## src/hdl/rename_defines.svh

```systemverilog
`ifndef RENAME_DEFINES_SVH
`define RENAME_DEFINES_SVH

// data and address width of the core
`define RENAME_XLEN 32

// register counts
`define RENAME_ARCH_REGS 32
`define RENAME_PHYS_REGS 64

// entries in the instruction queue
`define RENAME_IQ_DEPTH 8

// index widths, log2 of the register counts
`define RENAME_AREG_W 5
`define RENAME_PREG_W 6

`endif
```

## src/hdl/rename_pkg.sv

```systemverilog
`include "rename_defines.svh"

package rename_pkg;

    // register indices
    typedef logic [`RENAME_AREG_W-1:0] areg_t;
    typedef logic [`RENAME_PREG_W-1:0] preg_t;

    // fetched word with its register fields pulled out
    typedef struct packed {
        logic [`RENAME_XLEN-1:0] pc;
        logic [`RENAME_XLEN-1:0] instr;
        areg_t                   rs1;
        areg_t                   rs2;
        areg_t                   rd;
        // set only for a register-writing opcode with rd != x0
        logic                    has_rd;
    } decoded_inst_t;

    // instruction after mapping onto physical registers
    typedef struct packed {
        logic [`RENAME_XLEN-1:0] pc;
        logic [`RENAME_XLEN-1:0] instr;
        preg_t                   rs1_phys;
        preg_t                   rs2_phys;
        preg_t                   rd_phys;
        // mapping of rd before this instruction, released at retire
        preg_t                   old_rd_phys;
        logic                    has_rd;
    } renamed_inst_t;

endpackage

```

## src/hdl/rat_if.sv

```systemverilog
`timescale 1ns/1ps

interface rat_if
    import rename_pkg::*;
();
    // lookup side, arch indices in and phys indices back the same cycle
    areg_t rs1_arch;
    areg_t rs2_arch;
    areg_t rd_arch;
    preg_t rs1_phys;
    preg_t rs2_phys;
    preg_t old_rd_phys;

    // update side, new_rd_phys lands at rd_arch on the clock edge
    logic  we;
    preg_t new_rd_phys;

    modport stage (output rs1_arch, rs2_arch, rd_arch, we, new_rd_phys,
                   input  rs1_phys, rs2_phys, old_rd_phys);

    modport tbl   (input  rs1_arch, rs2_arch, rd_arch, we, new_rd_phys,
                   output rs1_phys, rs2_phys, old_rd_phys);
endinterface

```

## src/hdl/rename_top.sv

```systemverilog
`timescale 1ns/1ps
`include "rename_defines.svh"

module rename_top
    import rename_pkg::*;
(
    input  logic                      clk,
    input  logic                      rst,
    output logic [`RENAME_XLEN-1:0]   imem_adr,
    output logic                      imem_cyc,
    output logic                      imem_stb,
    input  logic [`RENAME_XLEN-1:0]   imem_rdata,
    input  logic                      imem_ack,
    output logic                      ren_valid,
    input  logic                      ren_ready,
    output logic [`RENAME_XLEN-1:0]   ren_pc,
    output logic [`RENAME_XLEN-1:0]   ren_instr,
    output logic [`RENAME_PREG_W-1:0] ren_rs1_phys,
    output logic [`RENAME_PREG_W-1:0] ren_rs2_phys,
    output logic [`RENAME_PREG_W-1:0] ren_rd_phys,
    output logic [`RENAME_PREG_W-1:0] ren_old_rd_phys,
    output logic                      ren_has_rd,
    input  logic                      free_valid,
    input  logic [`RENAME_PREG_W-1:0] free_preg
);
    // instruction queue wires
    logic          iq_push;
    logic          iq_pop;
    logic          iq_full;
    logic          iq_empty;
    decoded_inst_t iq_wdata;
    decoded_inst_t iq_rdata;

    // free list wires, full is never reached with 32 spare registers
    logic  fl_push;
    logic  fl_pop;
    logic  fl_empty;
    preg_t fl_wdata;
    preg_t fl_rdata;

    renamed_inst_t ren_inst;

    rat_if rat_bus ();

    wb_fetch u_fetch (
        .clk(clk), .rst(rst),
        .imem_adr(imem_adr), .imem_cyc(imem_cyc), .imem_stb(imem_stb),
        .imem_rdata(imem_rdata), .imem_ack(imem_ack),
        .iq_full(iq_full), .iq_push(iq_push), .iq_data(iq_wdata)
    );

    sync_fifo #(.payload_t(decoded_inst_t), .DEPTH(`RENAME_IQ_DEPTH)) u_iq (
        .clk(clk), .rst(rst),
        .push(iq_push), .wdata(iq_wdata), .pop(iq_pop), .rdata(iq_rdata),
        .full(iq_full), .empty(iq_empty)
    );

    sync_fifo #(.payload_t(preg_t), .DEPTH(`RENAME_PHYS_REGS)) u_free_list (
        .clk(clk), .rst(rst),
        .push(fl_push), .wdata(fl_wdata), .pop(fl_pop), .rdata(fl_rdata),
        .full(), .empty(fl_empty)
    );

    rename_stage u_rename (
        .clk(clk), .rst(rst),
        .iq_data(iq_rdata), .iq_empty(iq_empty), .iq_pop(iq_pop),
        .fl_data(fl_rdata), .fl_empty(fl_empty), .fl_pop(fl_pop),
        .fl_push(fl_push), .fl_wdata(fl_wdata),
        .rat_port(rat_bus.stage),
        .free_valid(free_valid), .free_preg(free_preg),
        .ren_valid(ren_valid), .ren_ready(ren_ready), .ren_inst(ren_inst)
    );

    rat u_rat (
        .clk(clk), .rst(rst),
        .rat_port(rat_bus.tbl)
    );

    // renamed struct split onto the flat output ports
    assign ren_pc          = ren_inst.pc;
    assign ren_instr       = ren_inst.instr;
    assign ren_rs1_phys    = ren_inst.rs1_phys;
    assign ren_rs2_phys    = ren_inst.rs2_phys;
    assign ren_rd_phys     = ren_inst.rd_phys;
    assign ren_old_rd_phys = ren_inst.old_rd_phys;
    assign ren_has_rd      = ren_inst.has_rd;
endmodule

```

## src/hdl/rename_stage.sv

```systemverilog
`timescale 1ns/1ps
`include "rename_defines.svh"

module rename_stage
    import rename_pkg::*;
(
    input  logic          clk,
    input  logic          rst,
    input  decoded_inst_t iq_data,
    input  logic          iq_empty,
    output logic          iq_pop,
    input  preg_t         fl_data,
    input  logic          fl_empty,
    output logic          fl_pop,
    output logic          fl_push,
    output preg_t         fl_wdata,
    rat_if.stage          rat_port,
    input  logic          free_valid,
    input  preg_t         free_preg,
    output logic          ren_valid,
    input  logic          ren_ready,
    output renamed_inst_t ren_inst
);
    // registers above the identity mapping start out free
    localparam preg_t FILL_FIRST = preg_t'(`RENAME_ARCH_REGS);
    localparam preg_t FILL_LAST  = preg_t'(`RENAME_PHYS_REGS - 1);

    logic  filling;
    preg_t fill_cnt;
    logic  out_free;

    // fill sequence, one register per cycle, 32 cycles
    always_ff @(posedge clk) begin
        if (rst) begin
            filling  <= 1'b1;
            fill_cnt <= FILL_FIRST;
        end else if (filling) begin
            if (fill_cnt == FILL_LAST) begin
                filling <= 1'b0;
            end else begin
                fill_cnt <= fill_cnt + 1'b1;
            end
        end
    end

    // free-list input, fill counter first, then retired registers
    assign fl_push  = filling || free_valid;
    assign fl_wdata = filling ? fill_cnt : free_preg;

    // output register empty or handing off this cycle
    assign out_free = !ren_valid || ren_ready;

    // stall when a destination is needed and none is free
    assign iq_pop = !filling && !iq_empty && out_free && (!iq_data.has_rd || !fl_empty);
    assign fl_pop = iq_pop && iq_data.has_rd;

    // alias table lookup and update
    assign rat_port.rs1_arch    = iq_data.rs1;
    assign rat_port.rs2_arch    = iq_data.rs2;
    assign rat_port.rd_arch     = iq_data.rd;
    assign rat_port.we          = fl_pop;
    assign rat_port.new_rd_phys = fl_data;

    // valid bit of the output register
    always_ff @(posedge clk) begin
        if (rst) begin
            ren_valid <= 1'b0;
        end else if (iq_pop) begin
            ren_valid <= 1'b1;
        end else if (ren_ready) begin
            ren_valid <= 1'b0;
        end
    end

    // payload loads only on a pop, so it holds under back-pressure
    always_ff @(posedge clk) begin
        if (iq_pop) begin
            ren_inst.pc       <= iq_data.pc;
            ren_inst.instr    <= iq_data.instr;
            ren_inst.rs1_phys <= rat_port.rs1_phys;
            ren_inst.rs2_phys <= rat_port.rs2_phys;
            // no destination shows as p0 in both fields
            ren_inst.rd_phys     <= iq_data.has_rd ? fl_data : '0;
            ren_inst.old_rd_phys <= iq_data.has_rd ? rat_port.old_rd_phys : '0;
            ren_inst.has_rd      <= iq_data.has_rd;
        end
    end

    // nothing has been allocated yet, so nothing can retire during fill
    a_no_free_in_fill: assert property (@(posedge clk) disable iff (rst)
        filling |-> !free_valid);
endmodule

```

## src/hdl/rat.sv

```systemverilog
`timescale 1ns/1ps
`include "rename_defines.svh"

module rat
    import rename_pkg::*;
(
    input logic clk,
    input logic rst,
    rat_if.tbl  rat_port
);
    // one physical index per architectural register
    preg_t map [`RENAME_ARCH_REGS];

    // lookups are combinational
    assign rat_port.rs1_phys    = map[rat_port.rs1_arch];
    assign rat_port.rs2_phys    = map[rat_port.rs2_arch];
    // mapping being replaced, read before the write lands
    assign rat_port.old_rd_phys = map[rat_port.rd_arch];

    // identity after reset, r lives in p r
    always_ff @(posedge clk) begin
        if (rst) begin
            for (int i = 0; i < `RENAME_ARCH_REGS; i++) begin
                map[i] <= preg_t'(i);
            end
        end else if (rat_port.we) begin
            map[rat_port.rd_arch] <= rat_port.new_rd_phys;
        end
    end

    // x0 keeps its mapping to p0 for good
    a_no_x0_write: assert property (@(posedge clk) disable iff (rst)
        rat_port.we |-> (rat_port.rd_arch != '0));
endmodule

```

## src/hdl/wb_fetch.sv

```systemverilog
`timescale 1ns/1ps
`include "rename_defines.svh"

module wb_fetch
    import rename_pkg::*;
(
    input  logic                    clk,
    input  logic                    rst,
    output logic [`RENAME_XLEN-1:0] imem_adr,
    output logic                    imem_cyc,
    output logic                    imem_stb,
    input  logic [`RENAME_XLEN-1:0] imem_rdata,
    input  logic                    imem_ack,
    input  logic                    iq_full,
    output logic                    iq_push,
    output decoded_inst_t           iq_data
);
    // rv32i opcodes that write rd
    localparam logic [6:0] OP_LUI    = 7'b0110111;
    localparam logic [6:0] OP_AUIPC  = 7'b0010111;
    localparam logic [6:0] OP_JAL    = 7'b1101111;
    localparam logic [6:0] OP_JALR   = 7'b1100111;
    localparam logic [6:0] OP_LOAD   = 7'b0000011;
    localparam logic [6:0] OP_IMM    = 7'b0010011;
    localparam logic [6:0] OP_REG    = 7'b0110011;
    localparam logic [`RENAME_XLEN-1:0] PC_STEP = 4;

    logic [`RENAME_XLEN-1:0] pc;
    logic                    req;
    logic                    writes_reg;

    // classic cycle, one beat, cyc and stb move together
    assign imem_adr = pc;
    assign imem_cyc = req;
    assign imem_stb = req;

    // word goes straight into the queue on the ack edge
    assign iq_push = req && imem_ack;

    // one request outstanding at most, so the queue cannot fill under it
    always_ff @(posedge clk) begin
        if (rst) begin
            pc  <= '0;
            req <= 1'b0;
        end else if (req) begin
            if (imem_ack) begin
                req <= 1'b0;
                pc  <= pc + PC_STEP;
            end
        end else if (!iq_full) begin
            req <= 1'b1;
        end
    end

    // branches, stores, fence and system write nothing
    always_comb begin
        case (imem_rdata[6:0])
            OP_LUI, OP_AUIPC, OP_JAL, OP_JALR,
            OP_LOAD, OP_IMM, OP_REG: writes_reg = 1'b1;
            default:                 writes_reg = 1'b0;
        endcase
    end

    // register fields taken raw, whatever the format
    assign iq_data.pc     = pc;
    assign iq_data.instr  = imem_rdata;
    assign iq_data.rs1    = imem_rdata[19:15];
    assign iq_data.rs2    = imem_rdata[24:20];
    assign iq_data.rd     = imem_rdata[11:7];
    assign iq_data.has_rd = writes_reg && (imem_rdata[11:7] != '0);

    // a classic slave acks only inside an open cycle
    a_ack_in_cycle: assert property (@(posedge clk) disable iff (rst)
        imem_ack |-> (imem_cyc && imem_stb));
endmodule

```

## src/hdl/sync_fifo.sv

```systemverilog
`timescale 1ns/1ps

module sync_fifo #(
    parameter type payload_t = logic,
    parameter int  DEPTH     = 8
) (
    input  logic     clk,
    input  logic     rst,
    input  logic     push,
    input  payload_t wdata,
    input  logic     pop,
    output payload_t rdata,
    output logic     full,
    output logic     empty
);
    localparam int PTR_W = (DEPTH > 1) ? $clog2(DEPTH) : 1;
    localparam int CNT_W = $clog2(DEPTH + 1);
    localparam logic [PTR_W-1:0] LAST = PTR_W'(DEPTH - 1);

    payload_t         mem [DEPTH];
    logic [PTR_W-1:0] wr_ptr;
    logic [PTR_W-1:0] rd_ptr;
    logic [CNT_W-1:0] count;

    // head entry is always visible
    assign rdata = mem[rd_ptr];
    assign full  = (count == CNT_W'(DEPTH));
    assign empty = (count == '0);

    // storage array
    always_ff @(posedge clk) begin
        if (push) begin
            mem[wr_ptr] <= wdata;
        end
    end

    // pointers wrap at DEPTH, not at a power of two
    always_ff @(posedge clk) begin
        if (rst) begin
            wr_ptr <= '0;
            rd_ptr <= '0;
            count  <= '0;
        end else begin
            if (push) begin
                wr_ptr <= (wr_ptr == LAST) ? '0 : wr_ptr + 1'b1;
            end
            if (pop) begin
                rd_ptr <= (rd_ptr == LAST) ? '0 : rd_ptr + 1'b1;
            end
            // simultaneous push and pop leaves count alone
            if (push && !pop) begin
                count <= count + 1'b1;
            end else if (pop && !push) begin
                count <= count - 1'b1;
            end
        end
    end

    // producer and consumer sit in other modules and must honour the flags
    a_no_overflow: assert property (@(posedge clk) disable iff (rst) push |-> !full);
    a_no_underflow: assert property (@(posedge clk) disable iff (rst) pop |-> !empty);
endmodule

```

## config.mk

```make
export PLATFORM = sky130hd
export DESIGN_NAME = rename_top
export DESIGN_NICKNAME = d
export VERILOG_FILES = /design/src/hdl/rename_pkg.sv /design/src/hdl/rat_if.sv /design/src/hdl/rename_top.sv /design/src/hdl/rename_stage.sv /design/src/hdl/rat.sv /design/src/hdl/wb_fetch.sv /design/src/hdl/sync_fifo.sv
export VERILOG_INCLUDE_DIRS = /design/src /design/src/hdl
export SDC_FILE = /design/constraint.sdc
export NUM_CORES = 2
export LEC_CHECK = 0
export BUFFER_PORTS_ARGS = -buffer_cell sky130_fd_sc_hd__buf_2
export CAP_MARGIN = 15
export CORE_MARGIN = 2
export CORE_UTILIZATION = 30
export DETAILED_ROUTE_END_ITERATION = 10
export HOLD_SLACK_MARGIN = 0.12
export SYNTH_ARGS = -nofsm -noshare
export SYNTH_HDL_FRONTEND = slang
export SYNTH_HIERARCHICAL = 1
export SYNTH_SLANG_ARGS = --single-unit
export TNS_END_PERCENT = 20
```

## constraint.sdc

```tcl
create_clock -name clk -period 20.1 [get_ports clk]
set_input_delay 0 -clock clk [delete_from_list [all_inputs] [get_ports clk]]
set_output_delay 0 -clock clk [all_outputs]
set_load 0.1 [all_outputs]
```

**After elaboration in Yosys (flattened, before gate mapping)**

Memory sizes are Yosys's and may differ from the RTL's. A register that Yosys moved wholly into a read port is not among the register bits.
Cells that the tools add are included.

- Reduce and logical (&&, ||, !) cells: 33
- Magnitude comparators: 0
- Mux-type cells: 33
- Eq/ne operators: 13
- Shifts and indexed selects: 0
- Multipliers: 0
- $add $sub $neg: 10
- Bitwise logic cells: 1
- Divide/modulo/power cells: 0

Operators by type and width:

| kind | count |
|---|---|
| 6-bit 2-to-1 mux | 6 |
| 32-bit by 3-bit adder with 32-bit output, second input constant | 1 |
| 6-bit by 1-bit adder with 6-bit output, second input constant | 3 |
| 6-bit equality test, second input constant | 3 |
| 1-bit 2-to-1 mux | 18 |
| 7-bit by 5-bit equality test with 1-bit output, second input constant | 2 |
| 7-bit by 6-bit equality test with 1-bit output, second input constant | 2 |
| 7-bit equality test, second input constant | 2 |
| 7-bit 2-to-1 mux | 2 |
| 3-bit 2-to-1 mux | 4 |
| 1-bit logical AND | 10 |
| 1-bit zero test | 10 |
| 4-bit 2-to-1 mux | 2 |
| 7-bit by 1-bit adder with 7-bit output, second input constant | 1 |
| 7-bit by 2-bit equality test with 1-bit output, second input constant | 1 |
| 7-bit zero test | 1 |
| 7-bit OR reduction | 1 |
| 7-bit by 1-bit subtractor with 7-bit output, second input constant | 1 |
| 3-bit by 1-bit adder with 3-bit output, second input constant | 2 |
| 3-bit equality test, second input constant | 2 |
| 2-bit nonzero test | 3 |
| 6-bit OR reduction | 1 |
| 5-bit 2-to-1 mux | 1 |
| 5-bit nonzero test | 1 |
| 7 further kinds | 10 |

- Bits in writable memories: 1,216
- Memory bits (read-only): 0
- Register bits after elaboration: 141
- Memories: 3
- Bits in latches: 0
- Output and inout port bits: 124

Memories:

| memory | depth | bits a word | rd ports | clocked after Yosys merged registers in | wr ports | RTL line | RTL |
|---|---|---|---|---|---|---|---|
| u_iq.mem | 8 | 80 | 1 | 1 | 1 | sync_fifo.sv:20 | `payload_t mem [DEPTH];` |
| u_free_list.mem | 64 | 6 | 1 | 1 | 1 | sync_fifo.sv:20 |  |
| u_rat.map | 32 | 6 | 3 | 3 | 32 | rat.sv:12 | `` preg_t map [`RENAME_ARCH_REGS]; `` |

**Depth between registers and ports, before layout**

- Depth in word-level cells: 11
- Mapped depth: 17
- Gate-level depth less buffers: 14

**Modules after synthesis**

Netlist, hierarchy kept.

By module, submodules not included:

| module | sequential area each (µm²) | cells each | area an instance (µm²) | times used |
|---|---|---|---|---|
| sync_fifo at u_iq | 19,478.7 | 1,000 | 24,637.4 | 1 |
| sync_fifo at u_free_list | 12,031.5 | 883 | 16,448.3 | 1 |
| rat | 5,765.5 | 759 | 12,057.8 | 1 |
| rename_stage | 2,832.7 | 172 | 3,398.3 | 1 |
| wb_fetch | 620.6 | 262 | 2,130.8 | 1 |

**Worst setup path after synthesis**

Ideal clock, no wire load.

- Kind: reg-to-reg
- Start point: reg u_fetch.req (netlist: u_fetch/imem_cyc)
- End point: mem u_iq/mem[0][0] (netlist bit) (enable)
- Cell stages (with the launch flop): 5
- Clock period less this slack: 7.733 ns
- Data required time: 19.483 ns
- Arrival time: 7.116 ns
- Path slack: 12.367 ns
- Cells stage by stage: dfxtp_1 -> nand2_1 -> inv_1 -> nand2b_1 -> nor3_1

- Word-level cells in the longest chain between the ends: 3

RTL lines:

| item | RTL line | RTL |
|---|---|---|
| from (decl) | wb_fetch.sv:29 | `logic req;` |
| from (signal assigned) | wb_fetch.sv:44 | `req <= 1'b0;` |
| from (signal assigned) | wb_fetch.sv:47 | `req <= 1'b0;` |
| from (signal assigned) | wb_fetch.sv:51 | `req <= 1'b1;` |
| 1-bit logical AND | wb_fetch.sv:38 | `assign iq_push = req && imem_ack;` |
| named net iq_push | rename_top.sv:27 | `logic iq_push;` |
| 1-bit 2-to-1 mux | sync_fifo.sv:32 | `if (push) begin` |
| 1-bit 2-to-1 mux (not written as such) | sync_fifo.sv:33 | `mem[wr_ptr] <= wdata;` |
| to (decl) | sync_fifo.sv:20 |  |

The timed path passes the listed nets, and every way through them passes these cells.

==> flow_metrics.py <==
metrics = {
    "final_layout": {
        "fin_cells": 5856,
        "regArea_um2": 40800,
        "utilization_pct": 34.2,
        "num-nets-final": 3257,
        "multi_input_area_um2": 16200,
        "area_delta_synth_final_pct": 13.5,
        "layout-drive-gt1-share_pct": 29.7,
        "n_fill_cell": 18200,
    },
    "drt": {
        "avgRoutedWirePerCell_um": 24.0,
        "dr.pass1.iters": 5,
        "wl_um": 140000,
        "vias": 29700,
        "drt-initial-drc-count": 2746,
        "drtAntennaViolNets": 0,
        "maxUsedRoutingLayer": "met5",
        "wl_met2_um": 69800,
        "drc": 0,
        "met1_length_um": 60200,
        "vias_per_cell": 5.08,
        "met3_length_um": 7550,
    },
    "yosys": {
        "netlist_area_um2": 58700,
        "syn_inst": 3075,
        "avgSynthCellArea_um2": 19.1,
        "synth_warnings": 6,
    },
    "cts": {
        "hold_buffers": 60,
        "cts.clk_slew.worst_paths_ns": 0.06,
        "cts.sinks": 1382,
        "clk-insertion-delay-late_ns": 0.79,
        "clock-root-buffer": "clkbuf_16",
        "numCtsBuffers": 143,
        "htree_num_levels": 4,
        "cts_tree": "built",
        "cts_max_path_buffers": 3,
        "cts_setup_buffers": 0,
        "post_cts_resized": 0,
    },
    "timing": {
        "worst_slack_ns": 15.19,
        "fmax_ghz": 0.204,
        "drv_slew": 0,
        "skew_ns": 0.0373,
        "fin_crit_sh_pct": 24.4,
        "hold_viol": 0,
        "hold_ws_ns": 0.137,
        "slew_headroom_pct": 23.7,
        "tightest_slew_ns": 1.14,
        "rsz0062_at_grt": "no",
        "setup_violations": 0,
        "fin_tns_setup_ns": 0,
        "final.min_clock_period_ns": 4.91,
    },
    "pwr": {
        "leakage_uw": 0.0205,
        "power.density_nw_per_um2": 90.0,
        "comb_power_share_pct": 4.0,
        "p_int_uw": 4700,
        "switching_share_pct": 21.6,
        "peakVddDrop_uv": 61.1,
        "pwr-share-clk_pct": 42.9,
        "power_switching_uw": 1290,
        "seq_power_share_pct": 53.2,
    },
    "place": {
        "io_buffers": 164,
        "dp_hpwl_um": 82800,
        "gp_congestion": 0.835,
        "dp_slack_ns": 15.14,
        "dpl.cell_count": 5530,
    },
    "global_routing": {
        "antenna_found_initial": 3,
        "grt-ovfl-total": 0,
        "grt_pass1_wl_um": 207000,
        "grt_max_degree": 125,
        "groute.usage.overall_pct": 14.0,
        "grt_pass1_vias": 30200,
    },
    "setup_path": {
        "end_kind": "flip-flop",
        "worstSetupStartpointType": "flip-flop",
        "worstSetupPathType": "reg -> reg",
        "critical_path_arrival_ns": 5.39,
        "worstPathMaxFanout": 45,
        "worstPathRequired_ns": 20.58,
    },
    "floorplan": {
        "dieArea_um2": 199000,
        "core.rowCount": 162,
        "io_pins": 167,
        "start_util_pct": 30.2,
        "die_w_um": 446,
        "coreArea_um2": 195000,
        "chipHeight_um": 446,
    },
    "status": {
        "status": "finished clean",
    },
    "flow_run": {
        "maxCapViolCount": 0,
    },
    "min_path": {
        "hold_path.class": "in -> reg",
    },
}
flip-flops by register name, indices dropped and copies added, names as in the netlist, named ones only:
| name | flops |
|---|---|
| u_iq/wr_ptr | 3 |
| u_free_list/rd_ptr | 6 |
| u_iq/rd_ptr | 3 |
| u_iq/count | 4 |
| u_fetch/imem_cyc | 1 |
| u_rename/filling | 1 |
| u_rename/fill_cnt | 6 |
| u_rat/map | 192 |
| u_free_list/count | 7 |
| u_free_list/mem | 384 |
| u_iq/mem | 640 |
| u_free_list/wr_ptr | 6 |
| u_rename/ren_valid | 1 |
| u_fetch/imem_adr | 30 |
| u_rename/ren_inst | 89 |
path summary, 6_finish.rpt:
check	slack [ns]	start	endpoint	cells past startpoint
hold reg to reg	0.52	u_rename/fill_cnt[1]	u_rename/fill_cnt[1]	2
setup reg to reg	15.19	flip-flop	u_rat/map[0][5]	7
hold / removal	0.14	free_preg[5]	u_free_list/mem[44][5]	3
setup / recovery	15.19	flip-flop	u_rat/map[0][5]	7
power groups by stage:
stage	registers, µW	logic, µW	clock network (µW)
detailed placement	3250	230	0
floorplan	3240	156	0
CTS	3190	241	2630
global route	3190	254	2740
finish	3190	238	2570
global placement	3250	228	0
area by class of cell:
cell class | instances | area share (%)
flip-flops and latches | 1382 | 61.2
multi-input cells | 1372 | 24.3
clock buffers | 179 | 5.68
well taps | 2542 | 4.78
repair buffers | 281 | 2.84
clock inverters | 82 | 1.16
inverters | 15 | 0.0845
diodes | 3 | 0.0113
layer usage:
metal	vias to the layer above	GRT usage, %
li1	12700	-
met3	178	2.61
met5	-	0
met4	2	3.73
met2	915	23.1
met1	15900	18.8
worst max-delay path, stage by stage, from the launching register on:
cell and delay [ns]:
dfxtp_4 0.97, mux4_2 0.60, mux2_2 0.41, a2111oi_4 0.41, and2_1 0.48, or4b_1 0.98, nor2_1 0.46, or2_2 0.26
stage by stage:
step	total power, µW	area, µm²
after floorplan	3400	58700
after global placement	3470	61400
after detailed placement	3480	61400
after CTS	6060	66600
after global routing	6180	66600
final	5990	66600
layout by cell type, fill, tap and decap left out, drive strengths merged, types with 35 or more instances in the layout:
| cell | n |
|---|---|
| buf | 220 |
| mux4 | 417 |
| edfxtp | 1305 |
| dfxtp | 77 |
| clkinv | 58 |
| nor2b | 35 |
| nand2 | 46 |
| dlygate4sd3 | 61 |
| nor2 | 157 |
| and3 | 59 |
| and2 | 70 |
| clkbuf | 179 |
| or3 | 88 |
| mux2 | 110 |
Power figures use the tool's default switching activity.
